==> src/rtl/ecc_pkg.sv <==
package ecc_pkg;

    // ------------------------------------------------------------------
    // code geometry
    // ------------------------------------------------------------------
    parameter int DATA_W = 115;
    parameter int HAM_W  = 7;
    parameter int CHK_W  = HAM_W + 1;  // hamming bits plus overall bit

    typedef struct packed {
        logic [DATA_W-1:0] data;
        logic [CHK_W-1:0]  check;
    } codeword_t;

    typedef struct packed {
        codeword_t cw;
        logic      bypass;
    } ingress_t;

    typedef enum logic [1:0] {
        ERR_NONE   = 2'b00,
        ERR_SINGLE = 2'b01,
        ERR_DOUBLE = 2'b10
    } err_class_t;

    typedef struct packed {
        logic [DATA_W-1:0] data;   // corrected or bypassed
        logic [CHK_W-1:0]  check;  // regenerated check bits
        logic              sbit_err;
        logic              dbit_err;
    } result_t;

    // ------------------------------------------------------------------
    // position helpers
    // ------------------------------------------------------------------
    // codeword position of data bit idx, skipping powers of two
    function automatic int unsigned data_pos(input int unsigned idx);
        int unsigned cnt;
        int unsigned pos;
        cnt = 0;
        pos = 0;
        for (int unsigned p = 3; p < 2 ** HAM_W; p++) begin
            if ((p & (p - 1)) != 0) begin
                if (cnt == idx) pos = p;
                cnt++;
            end
        end
        return pos;
    endfunction

    // column of the check matrix, odd weight for every data bit
    function automatic logic [CHK_W-1:0] data_column(input int unsigned idx);
        int unsigned pos;
        logic [CHK_W-1:0] col;
        pos = data_pos(idx);
        col[HAM_W-1:0] = pos[HAM_W-1:0];
        col[HAM_W] = ~^pos[HAM_W-1:0];  // set when position weight is even
        return col;
    endfunction

endpackage
==> src/rtl/ecc_115_top.sv <==
`timescale 1ns/1ns

module ecc_115_top (
    input  logic                       clk,
    input  logic                       arst_n,
    input  logic [ecc_pkg::DATA_W-1:0] data_in,
    input  logic [ecc_pkg::CHK_W-1:0]  parity_in,
    input  logic                       bypass,
    output logic [ecc_pkg::DATA_W-1:0] data_out,
    output logic [ecc_pkg::CHK_W-1:0]  parity_out,
    output logic                       sbit_err,
    output logic                       dbit_err
);

    import ecc_pkg::*;

    ingress_t         rx;
    logic [CHK_W-1:0] gen_check;
    logic [DATA_W-1:0] mask;
    err_class_t       err_class;
    result_t          result;

    // ------------------------------------------------------------------
    // pipeline
    // ------------------------------------------------------------------
    ecc_ingress u_ingress (
        .clk       (clk),
        .arst_n    (arst_n),
        .data_in   (data_in),
        .parity_in (parity_in),
        .bypass    (bypass),
        .rx        (rx)
    );

    ecc_check_gen u_check_gen (.rx(rx), .gen_check(gen_check));

    ecc_syndrome_decode u_syndrome_decode (
        .rx        (rx),
        .gen_check (gen_check),
        .mask      (mask),
        .err_class (err_class)
    );

    ecc_egress u_egress (
        .clk       (clk),
        .arst_n    (arst_n),
        .rx        (rx),
        .gen_check (gen_check),
        .mask      (mask),
        .err_class (err_class),
        .result    (result)
    );

    assign data_out   = result.data;
    assign parity_out = result.check;
    assign sbit_err   = result.sbit_err;
    assign dbit_err   = result.dbit_err;

endmodule

==> src/rtl/ecc_egress.sv <==
`timescale 1ns/1ns

module ecc_egress (
    input  logic                       clk,
    input  logic                       arst_n,
    input  ecc_pkg::ingress_t          rx,
    input  logic [ecc_pkg::CHK_W-1:0]  gen_check,
    input  logic [ecc_pkg::DATA_W-1:0] mask,
    input  ecc_pkg::err_class_t        err_class,
    output ecc_pkg::result_t           result
);

    import ecc_pkg::*;

    // ------------------------------------------------------------------
    // output register stage
    // ------------------------------------------------------------------
    always_ff @(posedge clk or negedge arst_n) begin
        if (!arst_n) begin
            result <= '0;
        end else begin
            result.data     <= rx.bypass ? rx.cw.data : rx.cw.data ^ mask;
            result.check    <= gen_check;  // parity_out follows data under bypass too
            result.sbit_err <= !rx.bypass && (err_class == ERR_SINGLE);
            result.dbit_err <= !rx.bypass && (err_class == ERR_DOUBLE);
        end
    end

    flags_excl_a : assert property (@(posedge clk) disable iff (!arst_n)
        !(result.sbit_err && result.dbit_err))
        else $error("sbit_err and dbit_err set together");

endmodule

==> src/rtl/ecc_syndrome_decode.sv <==
`timescale 1ns/1ns

module ecc_syndrome_decode (
    input  ecc_pkg::ingress_t          rx,
    input  logic [ecc_pkg::CHK_W-1:0]  gen_check,
    output logic [ecc_pkg::DATA_W-1:0] mask,
    output ecc_pkg::err_class_t        err_class
);

    import ecc_pkg::*;

    logic [CHK_W-1:0] syndrome;
    logic             chk_hit;  // exactly one check bit differs

    assign syndrome = rx.cw.check ^ gen_check;
    assign chk_hit  = (syndrome != '0) && ((syndrome & (syndrome - 1'b1)) == '0);

    // ------------------------------------------------------------------
    // data bit locator
    // ------------------------------------------------------------------
    for (genvar i = 0; i < DATA_W; i++) begin : g_loc
        localparam logic [CHK_W-1:0] COL = data_column(i);

        assign mask[i] = (syndrome == COL);
    end

    // ------------------------------------------------------------------
    // classification
    // ------------------------------------------------------------------
    always_comb begin
        if (syndrome == '0) begin
            err_class = ERR_NONE;
        end else if ((|mask) || chk_hit) begin
            err_class = ERR_SINGLE;  // data bit or check bit
        end else begin
            err_class = ERR_DOUBLE;  // even weight or unused column
        end
    end

    // columns from the package must be unique for the locator to work
    always_comb begin
        mask_onehot_a : assert final ($onehot0(mask) &&
                                      (mask == '0 || err_class == ERR_SINGLE))
            else $error("correction mask not one-hot or class not single");
    end

endmodule

==> src/rtl/ecc_check_gen.sv <==
`timescale 1ns/1ns

module ecc_check_gen (
    input  ecc_pkg::ingress_t         rx,
    output logic [ecc_pkg::CHK_W-1:0] gen_check
);

    import ecc_pkg::*;

    // per-bit share of the check vector
    logic [CHK_W-1:0] contrib [DATA_W];

    // ------------------------------------------------------------------
    // column selection
    // ------------------------------------------------------------------
    for (genvar i = 0; i < DATA_W; i++) begin : g_col
        localparam logic [CHK_W-1:0] COL = data_column(i);

        assign contrib[i] = {CHK_W{rx.cw.data[i]}} & COL;
    end

    // ------------------------------------------------------------------
    // xor tree
    // ------------------------------------------------------------------
    always_comb begin
        gen_check = '0;
        for (int i = 0; i < DATA_W; i++) begin
            gen_check ^= contrib[i];
        end
    end

endmodule

==> src/rtl/ecc_ingress.sv <==
`timescale 1ns/1ns

module ecc_ingress (
    input  logic                      clk,
    input  logic                      arst_n,
    input  logic [ecc_pkg::DATA_W-1:0] data_in,
    input  logic [ecc_pkg::CHK_W-1:0]  parity_in,
    input  logic                      bypass,
    output ecc_pkg::ingress_t          rx
);

    // ------------------------------------------------------------------
    // input register stage
    // ------------------------------------------------------------------
    always_ff @(posedge clk or negedge arst_n) begin
        if (!arst_n) begin
            rx <= '0;  // zero codeword decodes clean
        end else begin
            rx.cw.data  <= data_in;
            rx.cw.check <= parity_in;
            rx.bypass   <= bypass;
        end
    end

endmodule

==> config.mk <==
export PLATFORM = sky130hd
export DESIGN_NAME = ecc_115_top
export DESIGN_NICKNAME = d
export VERILOG_FILES = /design/src/rtl/ecc_pkg.sv /design/src/rtl/ecc_115_top.sv /design/src/rtl/ecc_egress.sv /design/src/rtl/ecc_syndrome_decode.sv /design/src/rtl/ecc_check_gen.sv /design/src/rtl/ecc_ingress.sv
export SDC_FILE = /design/constraint.sdc
export NUM_CORES = 1
export LEC_CHECK = 0
export BUFFER_PORTS_ARGS = -buffer_cell sky130_fd_sc_hd__buf_2
export CAP_MARGIN = 20
export CORE_MARGIN = 2
export CORE_UTILIZATION = 35
export DETAILED_ROUTE_END_ITERATION = 8
export PLACE_DENSITY = 0.55
export REMOVE_ABC_BUFFERS = 1
export SLEW_MARGIN = 20
export SYNTH_ARGS = -nofsm -noshare
export SYNTH_HDL_FRONTEND = slang
export SYNTH_SLANG_ARGS = --single-unit
==> constraint.sdc <==
create_clock -name clk -period 3.85 [get_ports clk]
set_clock_uncertainty 0.05 [all_clocks]
set_input_delay 0.385 -clock clk [delete_from_list [all_inputs] [get_ports clk]]
set_output_delay 0.385 -clock clk [all_outputs]
set_load 0.01 [all_outputs]
==> impl_metrics.py, run 1 <==
metrics = {
    "timing": {
        "slew-limit-headroom_pct": 31.3,
        "post-route-period-util_pct": 114,
        "drv_slew": 0,
        "hold_viol_final": 0,
        "setup_slack_ns": -0.523,
        "rsz0062_at_grt": "true",
        "finalSetupViolCount": 2,
        "fin_crit_ns": 4.37,
        "worst_pin_slew_ns": 1.03,
        "fmax_ghz": 0.229,
    },
    "finish": {
        "fillers": 2796,
        "num_antenna_cells": 0,
        "synthToLayoutAreaGrowth_pct": 63.1,
        "drive_gt1_share_pct": 48.2,
        "final_cell_mix": "buf_4, buf_2, dfrtp_1",
        "seq_area_um2": 6240,
        "multiInputGateArea_um2": 6390,
        "design_area_um2": 19600,
        "fin_cells": 2140,
        "final_common_cell": "buf_4",
        "nets": 1799,
    },
    "critical_path": {
        "end_kind": "register",
        "crit_fanout": 5,
        "crit_required_ns": 4.24,
        "worstSetupPathType": "register to register",
        "crit_path_start_kind": "register",
        "arrival_ns": 4.77,
    },
    "cts": {
        "clk_pin_slew_ns": 0.06,
        "h-tree-depth": 1,
        "cts_tree": "done",
        "cts_sinks": 249,
        "insertion_delay_ns": 0.57,
        "cts_root_buf": "clkbuf_16",
        "clk_path_buf_depth": 3,
        "cts_inserted_buffers": 27,
    },
    "flow_run": {
        "drv_cap": 0,
    },
    "floorplan": {
        "rows": 67,
        "io_pins": 251,
        "die_h_um": 189,
        "die_w_um": 189,
        "core-area_um2": 33700,
        "die_area_um2": 35900,
        "start_util_pct": 35.7,
    },
    "synth": {
        "synth_mux_area_share_pct": 0.250,
        "ys_warn_count": 0,
        "avgSynthCellArea_um2": 12.9,
        "yosysSeqAreaShare_pct": 51.8,
        "synth-seq-cells": 249,
        "yosysUniqueCellTypes": 59,
        "synthArstFlopShare_pct": 100,
        "synth-edff-count": 0,
        "netlist_area_um2": 12000,
        "synth-adder-area-share_pct": 0,
        "yosys.area_share.simple_pct": 9.39,
        "synth_top_family_by_area": "XOR/XNOR gates",
        "synthCells": 932,
        "synthXorXnorAreaFrac_pct": 33.2,
        "synth_compound_area_share_pct": 3.65,
        "yosys_most_used_dff": "dfrtp_1",
    },
    "grt": {
        "grt_usage_pct": 27.6,
        "grt_pass1_wl_um": 71300,
        "grt_max_degree": 106,
        "grt_overflow": 0,
        "grt_pass1_vias": 10983,
        "antenna_found_initial": 1,
    },
    "routing": {
        "ant_nets": 0,
        "drt-pass1-iter-count": 6,
        "vias_per_cell": 4.71,
        "wire_per_inst_um": 23.0,
        "route.detailed.drc": 0,
        "drt-initial-drc-count": 537,
        "routed_wl_um": 49200,
        "route.vias.total": 10078,
    },
    "placement": {
        "placed_cell_area_um2": 16200,
        "place.gp.congestion": 0.902,
        "place_hpwl_um": 36900,
        "io_buffers": 250,
        "dp.cells": 1924,
    },
    "outcome": {
        "violations": "negative setup slack",
        "status": "complete, but fails checks",
    },
    "hold_path": {
        "worstHoldPathType": "input port to asynchronous set/reset pin",
    },
}
final cells by class:
type	count	share of cell area, %
timing repair buffer	742	28.0
inverter	4	0.0893
clock inverter	11	0.899
clock buffer	37	3.84
tap	448	2.86
sequential	249	31.8
multi-input combinational	649	32.6
path summary, 6_finish.rpt:
check                                 start                   to  slack, ns  depth (start not counted)
setup / recovery           u_ingress.rx[93]   u_egress.result[1]      -0.52                         14
hold / removal                       arst_n     u_ingress.rx[68]       0.38                          2
setup reg to reg           u_ingress.rx[93]   u_egress.result[1]      -0.52                         14
hold reg to reg            u_ingress.rx[73]  u_egress.result[74]       0.43                          1
max in group asynchronous            arst_n     u_ingress.rx[95]       2.46                          3
min in group clk                data_in[58]     u_ingress.rx[67]       0.40                          2
registers in the layout, indices dropped and copies added (netlist names):
name / flops
u_ingress.rx: 124
u_egress.result: 125
what timing repair did:
action / 4_1_cts / 5_1_grt
endpoints found under the setup margin: 113 / 107
hold endpoints to repair: 225 / 0
gates resized for setup: 90 / 85
pin swaps: 37 / 37
hold buffers: 125 / 0
cloned: 2 / 0
buffers inserted: 28 / 13
Yosys cell counts (all sizes together), types with 5 or more instances:
| cell | count | area [µm²] |
|---|---|---|
| a211oi | 6 | 45.0 |
| a21oi | 9 | 45.0 |
| a32oi | 5 | 43.8 |
| buf | 25 | 171 |
| clkbuf | 6 | 22.5 |
| dfrtp | 249 | 6230 |
| nand2 | 130 | 508 |
| nand2b | 8 | 52.6 |
| nand4 | 7 | 43.8 |
| nand4b | 8 | 76.3 |
| nor2 | 31 | 121 |
| nor3 | 29 | 145 |
| nor4 | 8 | 56.3 |
| o22ai | 9 | 56.3 |
| or4 | 6 | 48.8 |
| xnor2 | 246 | 2180 |
| xnor3 | 51 | 1150 |
| xor2 | 39 | 342 |
| xor3 | 13 | 313 |
through the flow:
| step | hold slack (ns) | utilization [%] | worst slack [ns] | TNS [ns] |
|---|---|---|---|---|
| detailed placement | 0.423 | 48.0 | -0.902 | -17.78 |
| global route | 0.389 | 58.2 | -0.609 | -1.72 |
| CTS | 0.373 | 56.6 | -0.461 | -2.12 |
| finish | 0.381 | 58.2 | -0.523 | -0.995 |
| floorplan | 0.0394 | - | -0.575 | -1.08 |
| global placement | 0.427 | 48.0 | -0.941 | -19.46 |
cell families after synthesis:
family                 after synthesis
XOR/XNOR                           349
flip-flops                         249
AND/OR/NAND/NOR                    236
AO/OA/AOI/OAI                       60
buffers and inverters               35
multiplexers                         3
critical path, cell delays in order, from the launching register on:
cell	delay [ns]
dfrtp_1	0.43
xnor3_2	0.46
xnor2_1	0.20
buf_4	0.15
xnor3_1	0.39
xnor3_2	0.28
buf_4	0.17
xnor3_2	0.41
buf_4	0.17
buf_4	0.13
a31oi_2	0.16
o32ai_2	0.11
a22o_1	0.28
or4_4	0.55
o31a_1	0.31
routing by layer:
metal | track usage [%] | share of wire (%) | wire [µm] | vias to the layer above
met5 | 0 | 0 | 0 | -
met4 | 8.77 | 3.8 | 1870 | 0
met3 | 3.73 | 4.9 | 2420 | 94
met2 | 48.2 | 50 | 24500 | 346
met1 | 35.5 | 41 | 20400 | 5050
li1 | - | - | - | 4588
Power of run 1 is left out: the tool's default activity adds up to more than one toggle a clock period on the data nets, which glitch-free logic cannot reach.
==> inputs of run 2 (changes only) <==
--- a/config.mk
+++ b/config.mk
@@ -12,6 +12,7 @@
 export DETAILED_ROUTE_END_ITERATION = 8
 export PLACE_DENSITY = 0.55
 export REMOVE_ABC_BUFFERS = 1
+export SETUP_SLACK_MARGIN = 0.05
 export SLEW_MARGIN = 20
 export SYNTH_ARGS = -nofsm -noshare
 export SYNTH_HDL_FRONTEND = slang
==> run 2 against run 1 <==
  * The run still ends with negative setup slack left
  * Non-clock buffer count rose by 4
  * Sequential share of layout area fell by 0.66 points
  * Clock-buffer cell count did not move
  * Design area rose by 2.1%
==> impl_metrics.py, run 2 (synthesized netlist as in run 1, its figures left out) <==
metrics = {
    "outcome": {
        "status": "complete, but fails checks",
        "violations": "negative setup slack",
    },
    "floorplan": {
        "start_util_pct": 35.7,
        "core-area_um2": 33700,
        "die_w_um": 189,
        "die_h_um": 189,
        "die_area_um2": 35900,
        "rows": 67,
        "io_pins": 251,
    },
    "routing": {
        "wire_per_inst_um": 23.0,
        "ant_nets": 0,
        "vias_per_cell": 4.70,
        "route.detailed.drc": 0,
        "drt-initial-drc-count": 626,
        "drt-pass1-iter-count": 5,
        "routed_wl_um": 49400,
        "route.vias.total": 10070,
    },
    "finish": {
        "synthToLayoutAreaGrowth_pct": 66.5,
        "largest-register": "u_egress.result",
        "top_regs": "u_egress.result (125), u_ingress.rx (124)",
        "design_area_um2": 20000,
        "final_common_cell": "buf_4",
        "num_antenna_cells": 0,
        "largest_reg_flops": 125,
        "drive_gt1_share_pct": 50.7,
        "final_util_pct": 59.4,
        "nets": 1803,
        "final_cell_mix": "buf_4, buf_2, dfrtp_1",
    },
    "grt": {
        "grt_max_degree": 106,
        "grt_overflow": 0,
        "grt_pass1_vias": 11003,
        "grt_usage_pct": 27.6,
        "grt_pass1_wl_um": 71400,
        "antenna_found_initial": 1,
    },
    "critical_path": {
        "crit_path_start_kind": "register",
        "crit_fanout": 5,
        "end_kind": "register",
        "worstSetupPathType": "register to register",
        "crit_required_ns": 4.24,
        "arrival_ns": 4.81,
    },
    "timing": {
        "fmax_ghz": 0.227,
        "fin_crit_ns": 4.41,
        "setup_slack_ns": -0.563,
        "drv_slew": 0,
        "hold_viol_final": 0,
        "finalSetupViolCount": 6,
        "rsz0062_at_grt": "true",
        "post-route-period-util_pct": 115,
        "slew-limit-headroom_pct": 14.0,
        "worst_pin_slew_ns": 1.29,
    },
    "cts": {
        "clk_path_buf_depth": 3,
        "cts_inserted_buffers": 27,
        "cts_tree": "done",
        "cts_root_buf": "clkbuf_16",
        "insertion_delay_ns": 0.57,
        "cts_sinks": 249,
        "clk_pin_slew_ns": 0.06,
        "h-tree-depth": 1,
    },
    "placement": {
        "place_hpwl_um": 36900,
        "placed_cell_area_um2": 16200,
        "io_buffers": 250,
        "place.gp.congestion": 0.902,
    },
    "hold_path": {
        "worstHoldPathType": "input port to asynchronous set/reset pin",
    },
    "flow_run": {
        "drv_cap": 0,
    },
}
-- run 2: worst paths after layout --
kind | startpoint | end | slack (ns) | cells past startpoint
worst max-delay path | u_ingress.rx[81] | u_egress.result[1] | -0.56 | 14
worst min-delay path | arst_n | u_ingress.rx[68] | 0.37 | 2
worst max register to register | u_ingress.rx[81] | u_egress.result[1] | -0.56 | 14
worst min register to register | u_ingress.rx[73] | u_egress.result[74] | 0.43 | 1
max in group asynchronous | arst_n | u_ingress.rx[95] | 2.45 | 3
min in group clk | data_in[58] | u_ingress.rx[67] | 0.40 | 2
-- run 2: routing by layer --
layer / GRT usage [%] / routed length, µm / vias up
met5: 0 / 0 / -
met4: 8.97 / 1900 / 0
met3: 3.58 / 2390 / 96
met2: 48.1 / 24600 / 351
met1: 35.7 / 20500 / 5018
li1: - / - / 4605
-- run 2: worst max-delay path, stage by stage, from the launching register on --
cell and delay (ns):
dfrtp_2 0.45, xnor3_1 0.44, xnor2_1 0.20, buf_4 0.15
xnor3_1 0.39, xnor3_2 0.28, buf_4 0.17, xnor3_2 0.41
buf_4 0.17, nand4_1 0.25, mux2i_1 0.14, a32oi_2 0.24
nand4_1 0.11, or4_4 0.52, o31a_1 0.31
-- run 2: stage by stage --
| stage | std cells | setup TNS, ns | setup WS (ns) | hold WS (ns) |
|---|---|---|---|---|
| 2_1_floorplan | 901 | -1.08 | -0.575 | 0.0394 |
| 3_3_place_gp | 1924 | -19.46 | -0.941 | 0.427 |
| 3_5_place_dp | 1924 | -17.78 | -0.902 | 0.423 |
| 4_1_cts | 2128 | -1.84 | -0.461 | 0.373 |
| 5_1_grt | 2144 | -1.70 | -0.613 | 0.389 |
| 6_report | 2144 | -1.37 | -0.563 | 0.369 |
-- run 2: cell type report --
type	count	area, µm²
sequential	249	6240
multi-input combinational	649	6670
timing repair buffer	746	5610
inverter	4	17.5
clock buffer	37	753
fill	2740	13700
tap	448	561
clock inverter	11	176
-- run 2: what timing repair did --
| action | 4_1_cts | 5_1_grt |
|---|---|---|
| gates resized for setup | 93 | 169 |
| hold buffers | 125 | 0 |
| pin swaps | 37 | 47 |
| endpoints found under the setup margin | 115 | 112 |
| buffers inserted | 29 | 18 |
| cloned | 2 | 0 |
| endpoints found under the hold margin | 225 | 0 |
Power of run 2 is left out for the same reason.
==> inputs of run 3 (changes only) <==
--- a/config.mk
+++ b/config.mk
@@ -5,12 +5,13 @@
 export SDC_FILE = /design/constraint.sdc
 export NUM_CORES = 1
 export LEC_CHECK = 0
+export ABC_AREA = 1
 export BUFFER_PORTS_ARGS = -buffer_cell sky130_fd_sc_hd__buf_2
 export CAP_MARGIN = 20
 export CORE_MARGIN = 2
 export CORE_UTILIZATION = 35
 export DETAILED_ROUTE_END_ITERATION = 8
-export PLACE_DENSITY = 0.55
+export PLACE_DENSITY = 0.54
 export REMOVE_ABC_BUFFERS = 1
 export SETUP_SLACK_MARGIN = 0.05
 export SLEW_MARGIN = 20
==> run 3 against run 2 <==
  * The flow now finishes without violations
  * Maximum frequency is 19% higher
  * Sequential share of layout area shrank 4.7 points
  * Global-route usage is 3.3 points higher
  * Worst setup slack better by 0.71 ns
  * Via count is 76% higher
  * Die area rose by 35%
  * Design area rose by 19%
  * Final cell count increased by 74%
  * Non-clock buffer count down 27
  * Highest routed layer unchanged
==> impl_metrics.py, run 3 <==
metrics = {
    "placement": {
        "placed_cell_area_um2": 20600,
        "place.gp.congestion": 0.985,
        "dp.cells": 3538,
        "io_buffers": 250,
        "place_hpwl_um": 62100,
        "place_ws_ns": -0.446,
    },
    "routing": {
        "drt-initial-drc-count": 1301,
        "vias_per_cell": 4.76,
        "route.vias.total": 17761,
        "routed_wl_um": 76200,
        "ant_nets": 0,
        "wire_per_inst_um": 20.4,
        "drt-pass1-iter-count": 6,
        "route.detailed.drc": 0,
    },
    "synth": {
        "synth-adder-area-share_pct": 0,
        "synth_mux_area_share_pct": 0,
        "synth-edff-count": 0,
        "synth_common_cells": "nand2_1, inv_1, nand3_1",
        "yosysTopAreaCell": "dfrtp_1",
        "synth.top_cell.area_share_pct": 38.2,
        "yosysSeqAreaShare_pct": 38.2,
        "yosysUniqueCellTypes": 32,
        "synthXorXnorAreaFrac_pct": 12.3,
        "synthArstFlopShare_pct": 100,
        "avgSynthCellArea_um2": 6.71,
        "synth_top_family_by_area": "simple AND/OR/NAND/NOR gates",
        "synthCells": 2433,
        "netlist_area_um2": 16300,
        "synth-seq-cells": 249,
        "synth.most_common_cell": "nand2_1",
        "synth_area_leaders": "dfrtp_1, nand2_1, xor2_1, inv_1, nand3_1",
        "synth_compound_area_share_pct": 0.590,
        "yosys_most_used_dff": "dfrtp_1",
        "ys_warn_count": 0,
        "yosys.area_share.simple_pct": 37.8,
    },
    "critical_path": {
        "end_kind": "register",
        "timing.rr.start": "u_ingress.rx[112]",
        "rr_endpoint": "u_egress.result[0]",
        "reg2reg_setup_slack_ns": 0.14,
        "crit_path_start": "u_ingress.rx[112]",
        "crit_fanout": 4,
        "crit_path_start_kind": "register",
        "r2r_cells": 23,
        "worstSetupPathType": "register to register",
        "crit_required_ns": 4.30,
        "arrival_ns": 4.15,
    },
    "cts": {
        "cts_inserted_buffers": 26,
        "cts_sinks": 249,
        "cts_root_buf": "clkbuf_16",
        "insertion_delay_ns": 0.57,
        "clk_pin_slew_ns": 0.06,
        "clk_path_buf_depth": 3,
        "cts_tree": "done",
        "h-tree-depth": 1,
    },
    "grt": {
        "top_usage_layer": "met2",
        "antenna_found_initial": 0,
        "grt_usage_pct": 30.9,
        "grt_pass1_wl_um": 108000,
        "grt_pass1_vias": 16905,
        "use_met2_pct": 50.1,
        "grt_max_degree": 112,
        "grt_overflow": 0,
        "grtUsageMet3_pct": 3.04,
        "met1_usage_pct": 42.1,
    },
    "outcome": {
        "status": "complete, no violations",
    },
    "timing": {
        "rsz0062_at_grt": "true",
        "fin_crit_ns": 3.71,
        "fmax_ghz": 0.270,
        "slew-limit-headroom_pct": 24.6,
        "worst_pin_slew_ns": 1.13,
        "finalSetupViolCount": 0,
        "hold_viol_final": 0,
        "setup_tns_ns": 0,
        "drv_slew": 0,
        "setup_slack_ns": 0.142,
        "hold_ws_ns": 0.401,
        "post-route-period-util_pct": 96.3,
    },
    "finish": {
        "drive_gt1_share_pct": 29.7,
        "synthToLayoutAreaGrowth_pct": 45.4,
        "final_cell_mix": "nand2_1, inv_1, buf_4",
        "design_area_um2": 23700,
        "num_antenna_cells": 0,
        "largest_reg_flops": 125,
        "fillers": 4575,
        "seq_area_um2": 6270,
        "nets": 3237,
        "top_regs": "u_egress.result (125), u_ingress.rx (124)",
        "final_common_cell": "nand2_1",
        "multiInputGateArea_um2": 9010,
        "largest-register": "u_egress.result",
        "fin_cells": 3734,
    },
    "hold_path": {
        "hold_depth": 2,
        "worstHoldPathType": "input port to register",
        "min_from": "data_in[51]",
        "min_to": "u_ingress.rx[60]",
    },
    "flow_run": {
        "drv_cap": 0,
    },
    "floorplan": {
        "die_h_um": 220,
        "core-area_um2": 46300,
        "io_pins": 251,
        "die_w_um": 220,
        "die_area_um2": 48400,
        "start_util_pct": 35.3,
        "rows": 79,
    },
    "power_and_ir_drop": {
        "leakage_nw": 13.7,
        "vdd.ir_drop.worst_mv": 0.378,
        "cellPowerDensity_nw_per_um2": 437,
    },
}
==> run 3: critical path: stages (launching register included) <==
cell     delay (ns)
dfrtp_2        0.47
buf_4          0.16
xnor2_1        0.33
xor2_2         0.35
nand3_2        0.21
nand2_4        0.15
nand3_1        0.09
nand2_2        0.11
nand2_1        0.10
nand3_1        0.09
nand2_2        0.11
nand2_4        0.13
nor2_2         0.07
buf_4          0.16
buf_4          0.14
nand2_2        0.08
nand2_1        0.06
nor2_2         0.15
nand2_1        0.07
nor2_1         0.11
nand2_1        0.09
nor2_2         0.19
nand2_1        0.08
nor2_1         0.11
==> run 3: cell families (layout without fill, tap and decap cells) <==
logic type / after synthesis / in the layout
and+or+nand+nor: 1484 / 1485
DFF: 249 / 249
buffers and inverters: 456 / 1149
xor gates and xnor gates: 226 / 226
AOI/OAI and AO/OA: 18 / 18
==> run 3: worst max-delay path by stage <==
| stage | slack, ns | cells after the start | end |
|---|---|---|---|
| after global placement | -0.46 | 25 | u_egress.result[0] |
| after global routing | -0.008 | 30 | u_egress.result[0] |
| final | 0.14 | 23 | u_egress.result[0] |
| after floorplan | 0.51 | 4 | u_egress.result[91] |
| after detailed placement | -0.45 | 32 | u_egress.result[0] |
| after CTS | 0.02 | 32 | u_egress.result[0] |
==> run 3: area by class of cell <==
type,count,share of cell area [%]
flip-flops and latches,249,26.4
clock inverters,11,0.632
inverters,386,6.15
multi-input cells,1729,38.0
repair buffers,719,22.6
clock buffers,33,3.06
well taps,607,3.20
==> run 3: stage by stage <==
stage | power [mW] | util (%)
global route | 10.9 | 51.3
floorplan | 4.98 | -
CTS | 9.89 | 49.4
detailed placement | 7.08 | 44.5
global placement | 7.09 | 44.5
finish | 10.4 | 51.3
==> run 3: where the power goes <==
part,switching (mW),internal [mW]
combinational,2.91,1.87
sequential,0.163,2.82
clock,1.07,1.53
total,4.14,6.22
==> run 3: routing by layer <==
metal	share of wire [%]	up-vias	wire length [µm]
met3	6.6	142	5020
met1	43	8367	33000
li1	-	8595	-
met2	45	657	34600
met5	0	-	0
met4	4.7	0	3600
==> run 3: what timing repair did <==
action,4_1_cts,5_1_grt
setup buffers,3,25
hold buffers,125,0
resized for setup,32,216
gates cloned,0,1
setup endpoints to repair,48,101
pin swaps,4,39
hold endpoints to repair,231,0
No activity file was read; power rests on OpenSTA's default activity.
